[src/logic/fetch_pkg.sv]
package fetch_pkg;

    // address and instruction width
    localparam int XLEN = 32;

    typedef logic [XLEN-1:0] addr_t;
    typedef logic [XLEN-1:0] word_t;

    // memory side beat
    localparam int BEAT_BITS = 64;

    typedef logic [BEAT_BITS-1:0] beat_t;

    // cache line geometry
    localparam int LINE_BITS      = 256;
    localparam int BEATS_PER_LINE = LINE_BITS / BEAT_BITS;
    localparam int WORDS_PER_LINE = LINE_BITS / XLEN;
    localparam int OFFSET_BITS    = 5;  // byte offset in a line

    typedef logic [LINE_BITS-1:0] line_t;

endpackage

[src/logic/fetch_queue.sv]
module fetch_queue #(
    parameter int QUEUE_DEPTH = 8,
    parameter int CREDITS     = 4
) (
    input  logic             clk,
    input  logic             rst,

    input  logic             enq_i,
    input  fetch_pkg::addr_t enq_pc_i,
    input  fetch_pkg::word_t enq_inst_i,
    input  logic             inflight_i,
    output logic             full_o,

    output logic             fetch_valid_o,
    output fetch_pkg::addr_t fetch_pc_o,
    output fetch_pkg::word_t fetch_inst_o,
    input  logic             credit_return_i
);

    localparam int PTR_BITS  = $clog2(QUEUE_DEPTH);
    localparam int CNT_BITS  = $clog2(QUEUE_DEPTH + 1);
    localparam int CRED_BITS = $clog2(CREDITS + 1);

    fetch_pkg::addr_t pc_mem   [QUEUE_DEPTH];
    fetch_pkg::word_t inst_mem [QUEUE_DEPTH];

    logic [PTR_BITS-1:0]  wr_ptr;
    logic [PTR_BITS-1:0]  rd_ptr;
    logic [CNT_BITS-1:0]  count;
    logic [CRED_BITS-1:0] credit_cnt;     // free slots in decode

    // send only with an entry and a credit
    assign fetch_valid_o = (count != '0) && (credit_cnt != '0);
    assign fetch_pc_o    = pc_mem[rd_ptr];
    assign fetch_inst_o  = inst_mem[rd_ptr];

    // reserve a slot for the request still in the cache
    assign full_o = (int'(count) + int'(inflight_i)) >= QUEUE_DEPTH;

    always_ff @(posedge clk) begin
        if (rst) begin
            wr_ptr     <= '0;
            rd_ptr     <= '0;
            count      <= '0;
            credit_cnt <= CRED_BITS'(CREDITS);
        end else begin
            if (enq_i) begin
                wr_ptr <= (wr_ptr == PTR_BITS'(QUEUE_DEPTH - 1)) ? '0 : wr_ptr + 1'b1;
            end
            if (fetch_valid_o) begin
                rd_ptr <= (rd_ptr == PTR_BITS'(QUEUE_DEPTH - 1)) ? '0 : rd_ptr + 1'b1;
            end

            case ({enq_i, fetch_valid_o})
                2'b10:   count <= count + 1'b1;
                2'b01:   count <= count - 1'b1;
                default: count <= count;
            endcase

            // a return and a send in the same cycle cancel
            case ({credit_return_i, fetch_valid_o})
                2'b10:   credit_cnt <= credit_cnt + 1'b1;
                2'b01:   credit_cnt <= credit_cnt - 1'b1;
                default: credit_cnt <= credit_cnt;
            endcase
        end
    end

    // storage
    always_ff @(posedge clk) begin
        if (enq_i) begin
            pc_mem[wr_ptr]   <= enq_pc_i;
            inst_mem[wr_ptr] <= enq_inst_i;
        end
    end

endmodule : fetch_queue

[src/logic/fetch_top.sv]
module fetch_top #(
    parameter fetch_pkg::addr_t RESET_PC    = 32'h1eceb000,
    parameter int               ICACHE_SETS = 4,
    parameter int               QUEUE_DEPTH = 8,
    parameter int               CREDITS     = 4
) (
    input  logic              clk,
    input  logic              rst,

    output fetch_pkg::addr_t  bmem_addr_o,
    output logic              bmem_read_o,
    input  logic              bmem_ready_i,
    input  fetch_pkg::beat_t  bmem_rdata_i,
    input  logic              bmem_rvalid_i,

    output logic              fetch_valid_o,
    output fetch_pkg::addr_t  fetch_pc_o,
    output fetch_pkg::word_t  fetch_inst_o,
    input  logic              credit_return_i
);

    // pc side
    logic             req_valid;
    fetch_pkg::addr_t req_addr;
    logic             inflight;
    logic             queue_full;

    // cache response
    logic             resp_valid;
    fetch_pkg::word_t resp_inst;

    // refill path
    logic             fill_req;
    fetch_pkg::addr_t fill_addr;
    logic             fill_done;
    fetch_pkg::line_t fill_line;

    pc_sequencer #(
        .RESET_PC(RESET_PC)
    ) pc_sequencer_i (
        .clk          (clk),
        .rst          (rst),
        .queue_full_i (queue_full),
        .resp_valid_i (resp_valid),
        .req_valid_o  (req_valid),
        .req_addr_o   (req_addr),
        .inflight_o   (inflight)
    );

    icache #(
        .ICACHE_SETS(ICACHE_SETS)
    ) icache_i (
        .clk          (clk),
        .rst          (rst),
        .req_valid_i  (req_valid),
        .req_addr_i   (req_addr),
        .resp_valid_o (resp_valid),
        .resp_inst_o  (resp_inst),
        .fill_req_o   (fill_req),
        .fill_addr_o  (fill_addr),
        .fill_done_i  (fill_done),
        .fill_line_i  (fill_line)
    );

    line_fill line_fill_i (
        .clk           (clk),
        .rst           (rst),
        .fill_req_i    (fill_req),
        .fill_addr_i   (fill_addr),
        .fill_done_o   (fill_done),
        .fill_line_o   (fill_line),
        .bmem_addr_o   (bmem_addr_o),
        .bmem_read_o   (bmem_read_o),
        .bmem_ready_i  (bmem_ready_i),
        .bmem_rdata_i  (bmem_rdata_i),
        .bmem_rvalid_i (bmem_rvalid_i)
    );

    // pc of the pending request is still on req_addr when the response lands
    fetch_queue #(
        .QUEUE_DEPTH (QUEUE_DEPTH),
        .CREDITS     (CREDITS)
    ) fetch_queue_i (
        .clk             (clk),
        .rst             (rst),
        .enq_i           (resp_valid),
        .enq_pc_i        (req_addr),
        .enq_inst_i      (resp_inst),
        .inflight_i      (inflight),
        .full_o          (queue_full),
        .fetch_valid_o   (fetch_valid_o),
        .fetch_pc_o      (fetch_pc_o),
        .fetch_inst_o    (fetch_inst_o),
        .credit_return_i (credit_return_i)
    );

endmodule : fetch_top

[src/logic/icache.sv]
module icache #(
    parameter int ICACHE_SETS = 4
) (
    input  logic             clk,
    input  logic             rst,

    input  logic             req_valid_i,
    input  fetch_pkg::addr_t req_addr_i,
    output logic             resp_valid_o,
    output fetch_pkg::word_t resp_inst_o,

    output logic             fill_req_o,
    output fetch_pkg::addr_t fill_addr_o,
    input  logic             fill_done_i,
    input  fetch_pkg::line_t fill_line_i
);

    localparam int INDEX_BITS = $clog2(ICACHE_SETS);
    localparam int TAG_BITS   = fetch_pkg::XLEN - INDEX_BITS - fetch_pkg::OFFSET_BITS;
    localparam int WSEL_BITS  = $clog2(fetch_pkg::WORDS_PER_LINE);

    typedef enum logic [1:0] {
        IDLE,
        LOOKUP,
        MISS_WAIT
    } state_t;

    state_t state;

    fetch_pkg::addr_t    req_addr;      // latched request
    fetch_pkg::line_t    line_mem [ICACHE_SETS];
    logic [TAG_BITS-1:0] tag_mem  [ICACHE_SETS];
    logic [ICACHE_SETS-1:0] valid;

    logic [TAG_BITS-1:0]   tag;
    logic [INDEX_BITS-1:0] index;
    logic [WSEL_BITS-1:0]  word_sel;
    logic                  hit;
    fetch_pkg::line_t      hit_line;

    // address split
    assign tag      = req_addr[fetch_pkg::XLEN-1 -: TAG_BITS];
    assign index    = req_addr[fetch_pkg::OFFSET_BITS +: INDEX_BITS];
    assign word_sel = req_addr[2 +: WSEL_BITS];

    assign hit      = valid[index] && (tag_mem[index] == tag);
    assign hit_line = line_mem[index];

    assign resp_valid_o = (state == LOOKUP) && hit;
    assign resp_inst_o  = hit_line[word_sel * fetch_pkg::XLEN +: fetch_pkg::XLEN];

    // miss request lasts the single lookup cycle
    assign fill_req_o  = (state == LOOKUP) && !hit;
    assign fill_addr_o = {req_addr[fetch_pkg::XLEN-1:fetch_pkg::OFFSET_BITS],
                          {fetch_pkg::OFFSET_BITS{1'b0}}};

    always_ff @(posedge clk) begin
        if (rst) begin
            state <= IDLE;
            valid <= '0;
        end else begin
            case (state)
                IDLE: begin
                    if (req_valid_i) begin
                        state <= LOOKUP;
                    end
                end
                LOOKUP: begin
                    state <= hit ? IDLE : MISS_WAIT;
                end
                MISS_WAIT: begin
                    if (fill_done_i) begin
                        valid[index] <= 1'b1;
                        state        <= LOOKUP;     // replay, hits next cycle
                    end
                end
                default: begin
                    state <= IDLE;
                end
            endcase
        end
    end

    // tag and line arrays
    always_ff @(posedge clk) begin
        if ((state == IDLE) && req_valid_i) begin
            req_addr <= req_addr_i;
        end
        if ((state == MISS_WAIT) && fill_done_i) begin
            line_mem[index] <= fill_line_i;
            tag_mem[index]  <= tag;
        end
    end

endmodule : icache

[src/logic/line_fill.sv]
module line_fill (
    input  logic             clk,
    input  logic             rst,

    input  logic             fill_req_i,
    input  fetch_pkg::addr_t fill_addr_i,
    output logic             fill_done_o,
    output fetch_pkg::line_t fill_line_o,

    output fetch_pkg::addr_t bmem_addr_o,
    output logic             bmem_read_o,
    input  logic             bmem_ready_i,
    input  fetch_pkg::beat_t bmem_rdata_i,
    input  logic             bmem_rvalid_i
);

    localparam int CNT_BITS = $clog2(fetch_pkg::BEATS_PER_LINE);

    typedef enum logic [1:0] {
        IDLE,
        REQUEST,
        BEATS
    } state_t;

    state_t              state;
    logic [CNT_BITS-1:0] beat_cnt;
    logic                last_beat;

    assign last_beat = bmem_rvalid_i &&
                       (beat_cnt == CNT_BITS'(fetch_pkg::BEATS_PER_LINE - 1));

    always_ff @(posedge clk) begin
        if (rst) begin
            state       <= IDLE;
            bmem_read_o <= 1'b0;
            beat_cnt    <= '0;
            fill_done_o <= 1'b0;
        end else begin
            fill_done_o <= 1'b0;
            case (state)
                IDLE: begin
                    if (fill_req_i) begin
                        bmem_read_o <= 1'b1;
                        state       <= REQUEST;
                    end
                end
                REQUEST: begin
                    // held until memory takes it
                    if (bmem_ready_i) begin
                        bmem_read_o <= 1'b0;
                        beat_cnt    <= '0;
                        state       <= BEATS;
                    end
                end
                BEATS: begin
                    if (bmem_rvalid_i) begin
                        beat_cnt <= beat_cnt + 1'b1;
                    end
                    if (last_beat) begin
                        fill_done_o <= 1'b1;
                        state       <= IDLE;
                    end
                end
                default: begin
                    state <= IDLE;
                end
            endcase
        end
    end

    // beats shift in from the top, first beat ends up at bit 0
    always_ff @(posedge clk) begin
        if ((state == IDLE) && fill_req_i) begin
            bmem_addr_o <= fill_addr_i;
        end
        if ((state == BEATS) && bmem_rvalid_i) begin
            fill_line_o <= {bmem_rdata_i,
                            fill_line_o[fetch_pkg::LINE_BITS-1:fetch_pkg::BEAT_BITS]};
        end
    end

endmodule : line_fill

[src/logic/pc_sequencer.sv]
module pc_sequencer #(
    parameter fetch_pkg::addr_t RESET_PC = 32'h1eceb000
) (
    input  logic             clk,
    input  logic             rst,
    input  logic             queue_full_i,
    input  logic             resp_valid_i,
    output logic             req_valid_o,
    output fetch_pkg::addr_t req_addr_o,
    output logic             inflight_o
);

    fetch_pkg::addr_t pc;
    logic             busy;     // request sent, response pending

    always_ff @(posedge clk) begin
        if (rst) begin
            pc          <= RESET_PC;
            busy        <= 1'b0;
            req_valid_o <= 1'b0;
        end else begin
            req_valid_o <= 1'b0;        // one cycle pulse
            if (resp_valid_i) begin
                pc <= pc + 32'd4;
                // full already counts this response, so the next
                // request can follow right behind it
                if (!queue_full_i) begin
                    req_valid_o <= 1'b1;
                end else begin
                    busy <= 1'b0;
                end
            end else if (!busy && !queue_full_i) begin
                req_valid_o <= 1'b1;
                busy        <= 1'b1;
            end
        end
    end

    // pc only moves on a response
    assign req_addr_o = pc;
    assign inflight_o = busy;

endmodule : pc_sequencer

[config.mk]
export PLATFORM = sky130hd
export DESIGN_NAME = fetch_top
export DESIGN_NICKNAME = d
export VERILOG_FILES = /design/src/logic/fetch_pkg.sv /design/src/logic/fetch_queue.sv /design/src/logic/fetch_top.sv /design/src/logic/icache.sv /design/src/logic/line_fill.sv /design/src/logic/pc_sequencer.sv
export SDC_FILE = /design/constraint.sdc
export NUM_CORES = 2
export LEC_CHECK = 0
export BUFFER_PORTS_ARGS = -buffer_cell sky130_fd_sc_hd__buf_2
export CELL_PAD_IN_SITES_DETAIL_PLACEMENT = 1
export CELL_PAD_IN_SITES_GLOBAL_PLACEMENT = 1
export CORE_MARGIN = 5
export CORE_UTILIZATION = 56
export CTS_BUF_LIST = sky130_fd_sc_hd__clkbuf_16
export DETAILED_ROUTE_END_ITERATION = 12
export HOLD_SLACK_MARGIN = 0.06
export PLACE_DENSITY = 0.81
export SLEW_MARGIN = 20
export SYNTH_ARGS = -nofsm -noshare
export SYNTH_HDL_FRONTEND = slang
export SYNTH_HIERARCHICAL = 1
export SYNTH_SLANG_ARGS = --single-unit
[constraint.sdc]
create_clock -name clk -period 34.9 [get_ports clk]
set_input_delay 1.745 -clock clk [delete_from_list [all_inputs] [get_ports clk]]
set_output_delay 1.745 -clock clk [all_outputs]
set_load 0.02 [all_outputs]
== Yosys cells after proc, flatten, opt, wreduce, memory -nomap -nowiden ==
Memories as Yosys holds them, arrays and structs flattened. A register that Yosys moved wholly into a read port is not among the register bits.
Cells that the tools add are included.
Operators by class
  reduce and logical (&&, ||, !) cells: 30
  multiplexer cells: 39
  shifts and indexed selects: 1
  add/subtract/negate cells: 9
  $lt $le $gt $ge: 3
  equality and inequality tests: 19
  bitwise gates (word level): 2
Operators with widths (number)
  $shiftx A256 B9 Y32: 1
  $add A32 B3 Y32 const B: 1
  $ge A32 B5 Y1 const B: 1
  $eq A25 B25 Y1: 1
  $mux W2: 10
  $mux W3: 6
  $mux W1: 15
  $pmux W2 S3: 2
  $logic_and A1 B1 Y1: 11
  $eq A2 B2 Y1 const B: 5
  $reduce_bool A2 Y1: 5
  $add A3 B1 Y3 const B: 3
  $reduce_and A3 Y1: 3
  $eq A2 B1 Y1 const B: 4
  $ne A2 B2 Y1 const B: 4
  $pmux W4 S2: 1
  $eq A3 B3 Y1 const B: 2
  $ne A2 B1 Y1 const B: 3
  $pmux W3 S2: 1
  $reduce_and A2 Y1: 3
  $add A4 B1 Y5: 1
  $add A4 B1 Y4 const B: 1
  $logic_not A2 Y1: 2
  $or A4 B4 Y4: 1
  14 further kinds: 16
Word-level totals
  bits of input ports: 69
  memory bits (writable): 1636
  memories: 4
  register bits: 374
Memories
  icache_i.line_mem: depth 4, width 256, read ports 1, clocked after memory_dff 1, wr ports 1, line icache.sv:31  | fetch_pkg::line_t line_mem [ICACHE_SETS];
  fetch_queue_i.inst_mem: depth 8, width 32, read ports 1, clocked after memory_dff 1, wr ports 1, line fetch_queue.sv:25  | fetch_pkg::word_t inst_mem [QUEUE_DEPTH];
  fetch_queue_i.pc_mem: depth 8, width 32, read ports 1, clocked after memory_dff 1, wr ports 1, line fetch_queue.sv:24  | fetch_pkg::addr_t pc_mem [QUEUE_DEPTH];
  icache_i.tag_mem: depth 4, width 25, read ports 1, clocked after memory_dff 1, wr ports 1, line icache.sv:32  | logic [TAG_BITS-1:0] tag_mem [ICACHE_SETS];

== Logic depth before layout (Yosys ltp) ==
  depth after elaboration: 7
  mapped depth: 17

== Modules after synthesis ==
The synthesis kept the hierarchy.
Modules (own cells, without submodules)
  icache: cells an instance 1740, area an instance 44138.6 µm², instances 1
  fetch_queue: cells an instance 838, area an instance 20060.5 µm², instances 1
  line_fill: cells an instance 318, area an instance 8931.1 µm², instances 1
  pc_sequencer: cells an instance 167, area an instance 1478.9 µm², instances 1

== Worst setup path before layout ==
Ideal clock, no wire load.
  path kind: register -> register
  start: reg icache_i.state[0]
  end: mem icache_i/line_mem[0][0] (netlist name) (enable)
  slack: 6.111 ns
  data required time: 33.286 ns
  stages on the path, launching flop included: 2
  data arrival time: 27.174 ns
  cell sequence: dfxtp_1 nor4_1
On the way
  cells in the longest elaborated chain, start to end: 4
Ends and longest elaborated chain
  start: declaration: line icache.sv:28  | state_t state;
  start signal: assignment: line icache.sv:69  | state <= hit ? IDLE : MISS_WAIT;
  $eq A2 B2 Y1: line icache.sv:89  | if ((state == MISS_WAIT) && fill_done_i) begin
  $logic_and A1 B1 Y1: line icache.sv:89
  $mux W1: line icache.sv:89
  $mux W1 (implied by the code): line icache.sv:90  | line_mem[index] <= fill_line_i;
  end: declaration: line icache.sv:31
No other way between the ends.

==> impl_metrics.py <==
metrics = {
    "sta": {
        "setup_viol": 0,
        "relSlewSlack_pct": 22.7,
        "finalCritPeriodShare_pct": 18.5,
        "timing.hold.ws_ns": 0.492,
        "report.final.hold_viol_count": 0,
        "maxSlewViolCount": 0,
        "layout_setup_ws_ns": 28.43,
        "final.setup.tns_ns": 0,
        "finalCriticalPeriod_ns": 6.47,
        "worst_pin_slew_ns": 1.16,
        "max_freq_mhz": 155,
        "fin_worst_skew_ns": 0.0343,
        "rsz0062_at_grt": "no",
    },
    "placement": {
        "place_ws_ns": 28.49,
        "post_dp_cell_area_um2": 77200,
        "gp_congestion": 0.748,
        "dp.cells": 4888,
        "post-dp-hpwl_um": 86500,
        "io_buffers": 166,
    },
    "floorplan": {
        "rows": 134,
        "die_h_um": 375,
        "initial_core_util_pct": 56.1,
        "core_area_um2": 133000,
        "die-area_um2": 141000,
        "io_pins": 167,
        "die_w_um": 375,
    },
    "synthesis": {
        "synthTopCellsByCount": "edfxtp_1, mux4_2, mux2_2, dfxtp_1, nor2_1",
        "synth_area_leaders": "edfxtp_1, mux4_2, dfxtp_1",
        "synthFlopType": "edfxtp_1",
        "ys_types": 62,
        "yosysTopAreaCellShare_pct": 78.6,
        "ys_seq_elements": 2016,
        "synthArstFlopShare_pct": 0,
        "yosys.area.top_type": "edfxtp_1",
        "synth-seq-area-share_pct": 80.3,
        "synth-edff-count": 1954,
        "syn_inst": 3063,
        "syn_area_per_cell_um2": 24.4,
        "yosys_warnings": 6,
        "synth_area_um2": 74600,
        "yosysMostFrequentCell": "edfxtp_1",
    },
    "finish": {
        "finalInstanceArea_um2": 83500,
        "n_antenna_cell": 0,
        "instances_no_fill": 5245,
        "register_area_um2": 59900,
        "final_nets": 3397,
        "fillCellCount": 10500,
        "multi_input_comb_area_um2": 13800,
        "drive_gt1_share_pct": 31.1,
        "area_growth_pct": 11.9,
    },
    "setup_path": {
        "critPathKind": "reg2reg",
        "critPathArrivalTime_ns": 6.88,
        "cp-start-kind": "flop",
        "cp_max_fo": 72,
        "required_ns": 35.32,
        "end_kind": "flop",
    },
    "global_route": {
        "grt.overflow.total": 0,
        "antenna_found_initial": 3,
        "grt_pass1_vias": 35400,
        "track_usage_pct": 23.5,
        "grt_first_pass_wirelength_um": 244000,
        "grt_max_degree": 157,
    },
    "cts": {
        "clk_pin_slew_ns": 0.07,
        "cts_made_buffers": 192,
        "cts-resized-gates": 0,
        "clock_sinks": 2016,
        "postCtsSetupRepairBufs": 0,
        "root_buffer": "clkbuf_16",
        "h-tree-depth": 4,
        "cts_tree": "done",
        "clockBufferDepth": 3,
        "clock_latency_ns": 0.82,
        "cts-hold-fix-buffers": 0,
    },
    "routing": {
        "drc": 0,
        "antenna_left": 0,
        "routed_via_density": 6.24,
        "drt_wl_total_um": 163000,
        "wl_per_cell_um": 31.1,
        "vias": 32700,
        "first_pass_iters": 5,
        "drt_iter0_drc": 3618,
    },
    "power": {
        "p_leak_nw": 26.4,
        "power-per-cell-area_nw_per_um2": 64.4,
        "peakVddDrop_mv": 0.0494,
    },
    "flow_run": {
        "cap_violations": 0,
    },
    "hold_path": {
        "hold_class": "reg2reg",
    },
    "run_status": {
        "status": "finished, final reports clean",
    },
}
-- path summary, 6_finish.rpt --
check,startpoint,to,slack (ns),depth (start not counted)
worst min register to register,line_fill_i/fill_line_o[50],icache_i/line_mem[2][50],0.49,0
worst max register to register,flop,fetch_queue_i/pc_mem[7][6],28.43,10
worst max-delay path,flop,fetch_queue_i/pc_mem[7][6],28.43,10
worst min-delay path,line_fill_i/fill_line_o[50],icache_i/line_mem[2][50],0.49,0
-- stage by stage --
step / power [mW] / utilization, %
6_report: 5.38 / 62.8
5_1_grt: 5.59 / 62.8
4_1_cts: 5.43 / 62.8
3_5_place_dp: 3.39 / 58.1
3_3_place_gp: 3.36 / 58.1
2_1_floorplan: 3.21 / -
-- cell usage in the layout, fill, tap and decap left out, types with 8 or more instances in the layout --
| cell type | n |
|---|---|
| edfxtp_1 | 1954 |
| mux4_2 | 462 |
| clkbuf_16 | 197 |
| buf_2 | 166 |
| mux2_2 | 100 |
| inv_1 | 60 |
| dfxtp_1 | 57 |
| buf_4 | 44 |
| clkinv_1 | 43 |
| nor2_1 | 38 |
| clkinv_2 | 33 |
| xnor2_1 | 24 |
| nand3_1 | 22 |
| nand2_1 | 21 |
| a21oi_1 | 19 |
| bufinv_16 | 18 |
| mux2i_1 | 18 |
| xor2_1 | 15 |
| ha_1 | 12 |
| o31ai_1 | 12 |
| or4_1 | 11 |
| clkinvlp_4 | 10 |
| o21ai_0 | 10 |
| nand4_1 | 10 |
| nor2_4 | 8 |
-- flip-flops by register name (all words and copies together), names as in the netlist, 2 cells and up, named ones only --
| name | count |
|---|---|
| fetch_queue_i/wr_ptr | 3 |
| fetch_queue_i/rd_ptr | 3 |
| icache_i/tag_mem | 100 |
| line_fill_i/state | 2 |
| line_fill_i/fill_line_o | 256 |
| fetch_queue_i/pc_mem | 256 |
| pc_sequencer_i/req_addr_o | 30 |
| line_fill_i/bmem_addr_o | 32 |
| fetch_queue_i/credit_cnt | 3 |
| fetch_queue_i/inst_mem | 256 |
| line_fill_i/beat_cnt | 2 |
| icache_i/line_mem | 1024 |
| icache_i/state | 2 |
| icache_i/valid | 4 |
| fetch_queue_i/count | 4 |
| icache_i/req_addr | 30 |
-- where the power goes --
| part | switching (mW) | leakage (nW) | internal (mW) |
|---|---|---|---|
| Sequential | 0.0567 | 18.3 | 2.68 |
| Clock | 0.883 | 3.18 | 1.16 |
| Combinational | 0.319 | 4.86 | 0.289 |
-- critical path, stage by stage (launching register included) --
cell and delay, ns:
dfxtp_4 0.68, buf_4 0.90, mux4_1 0.45, xnor2_1 0.21, nand4_1 0.19, or4_4 0.60
nor4_2 0.80, buf_4 0.30, nand2_1 0.23, nor2_4 0.77, buf_4 0.81
-- cells by family after synthesis --
| logic type | Yosys count | synth area share (%) |
|---|---|---|
| flops | 2016 | 80.3 |
| mux | 585 | 15.9 |
| buf+inv | 181 | 1.34 |
| simple gates | 163 | 1.18 |
| compound gates | 63 | 0.589 |
| xor+xnor | 39 | 0.458 |
| fa+ha+maj | 14 | 0.241 |
| other cells | 2 | 0.0101 |
-- per-layer routing --
layer / part of all wire, % / track usage, %
met2: 52 / 39.4
met4: 1.9 / 5.47
met1: 39 / 32.9
met3: 6.7 / 4.21
met5: 0 / 0
-- cell type report --
class                      instances  area share [%]
clock buffer                     197            5.90
clock inverter                   159            1.53
inverter                          18          0.0809
multi-input combinational        871            16.5
sequential                      2016            71.8
tap                             1768            2.65
timing repair buffer             216            1.51
(Power assumes the default switching activity.)
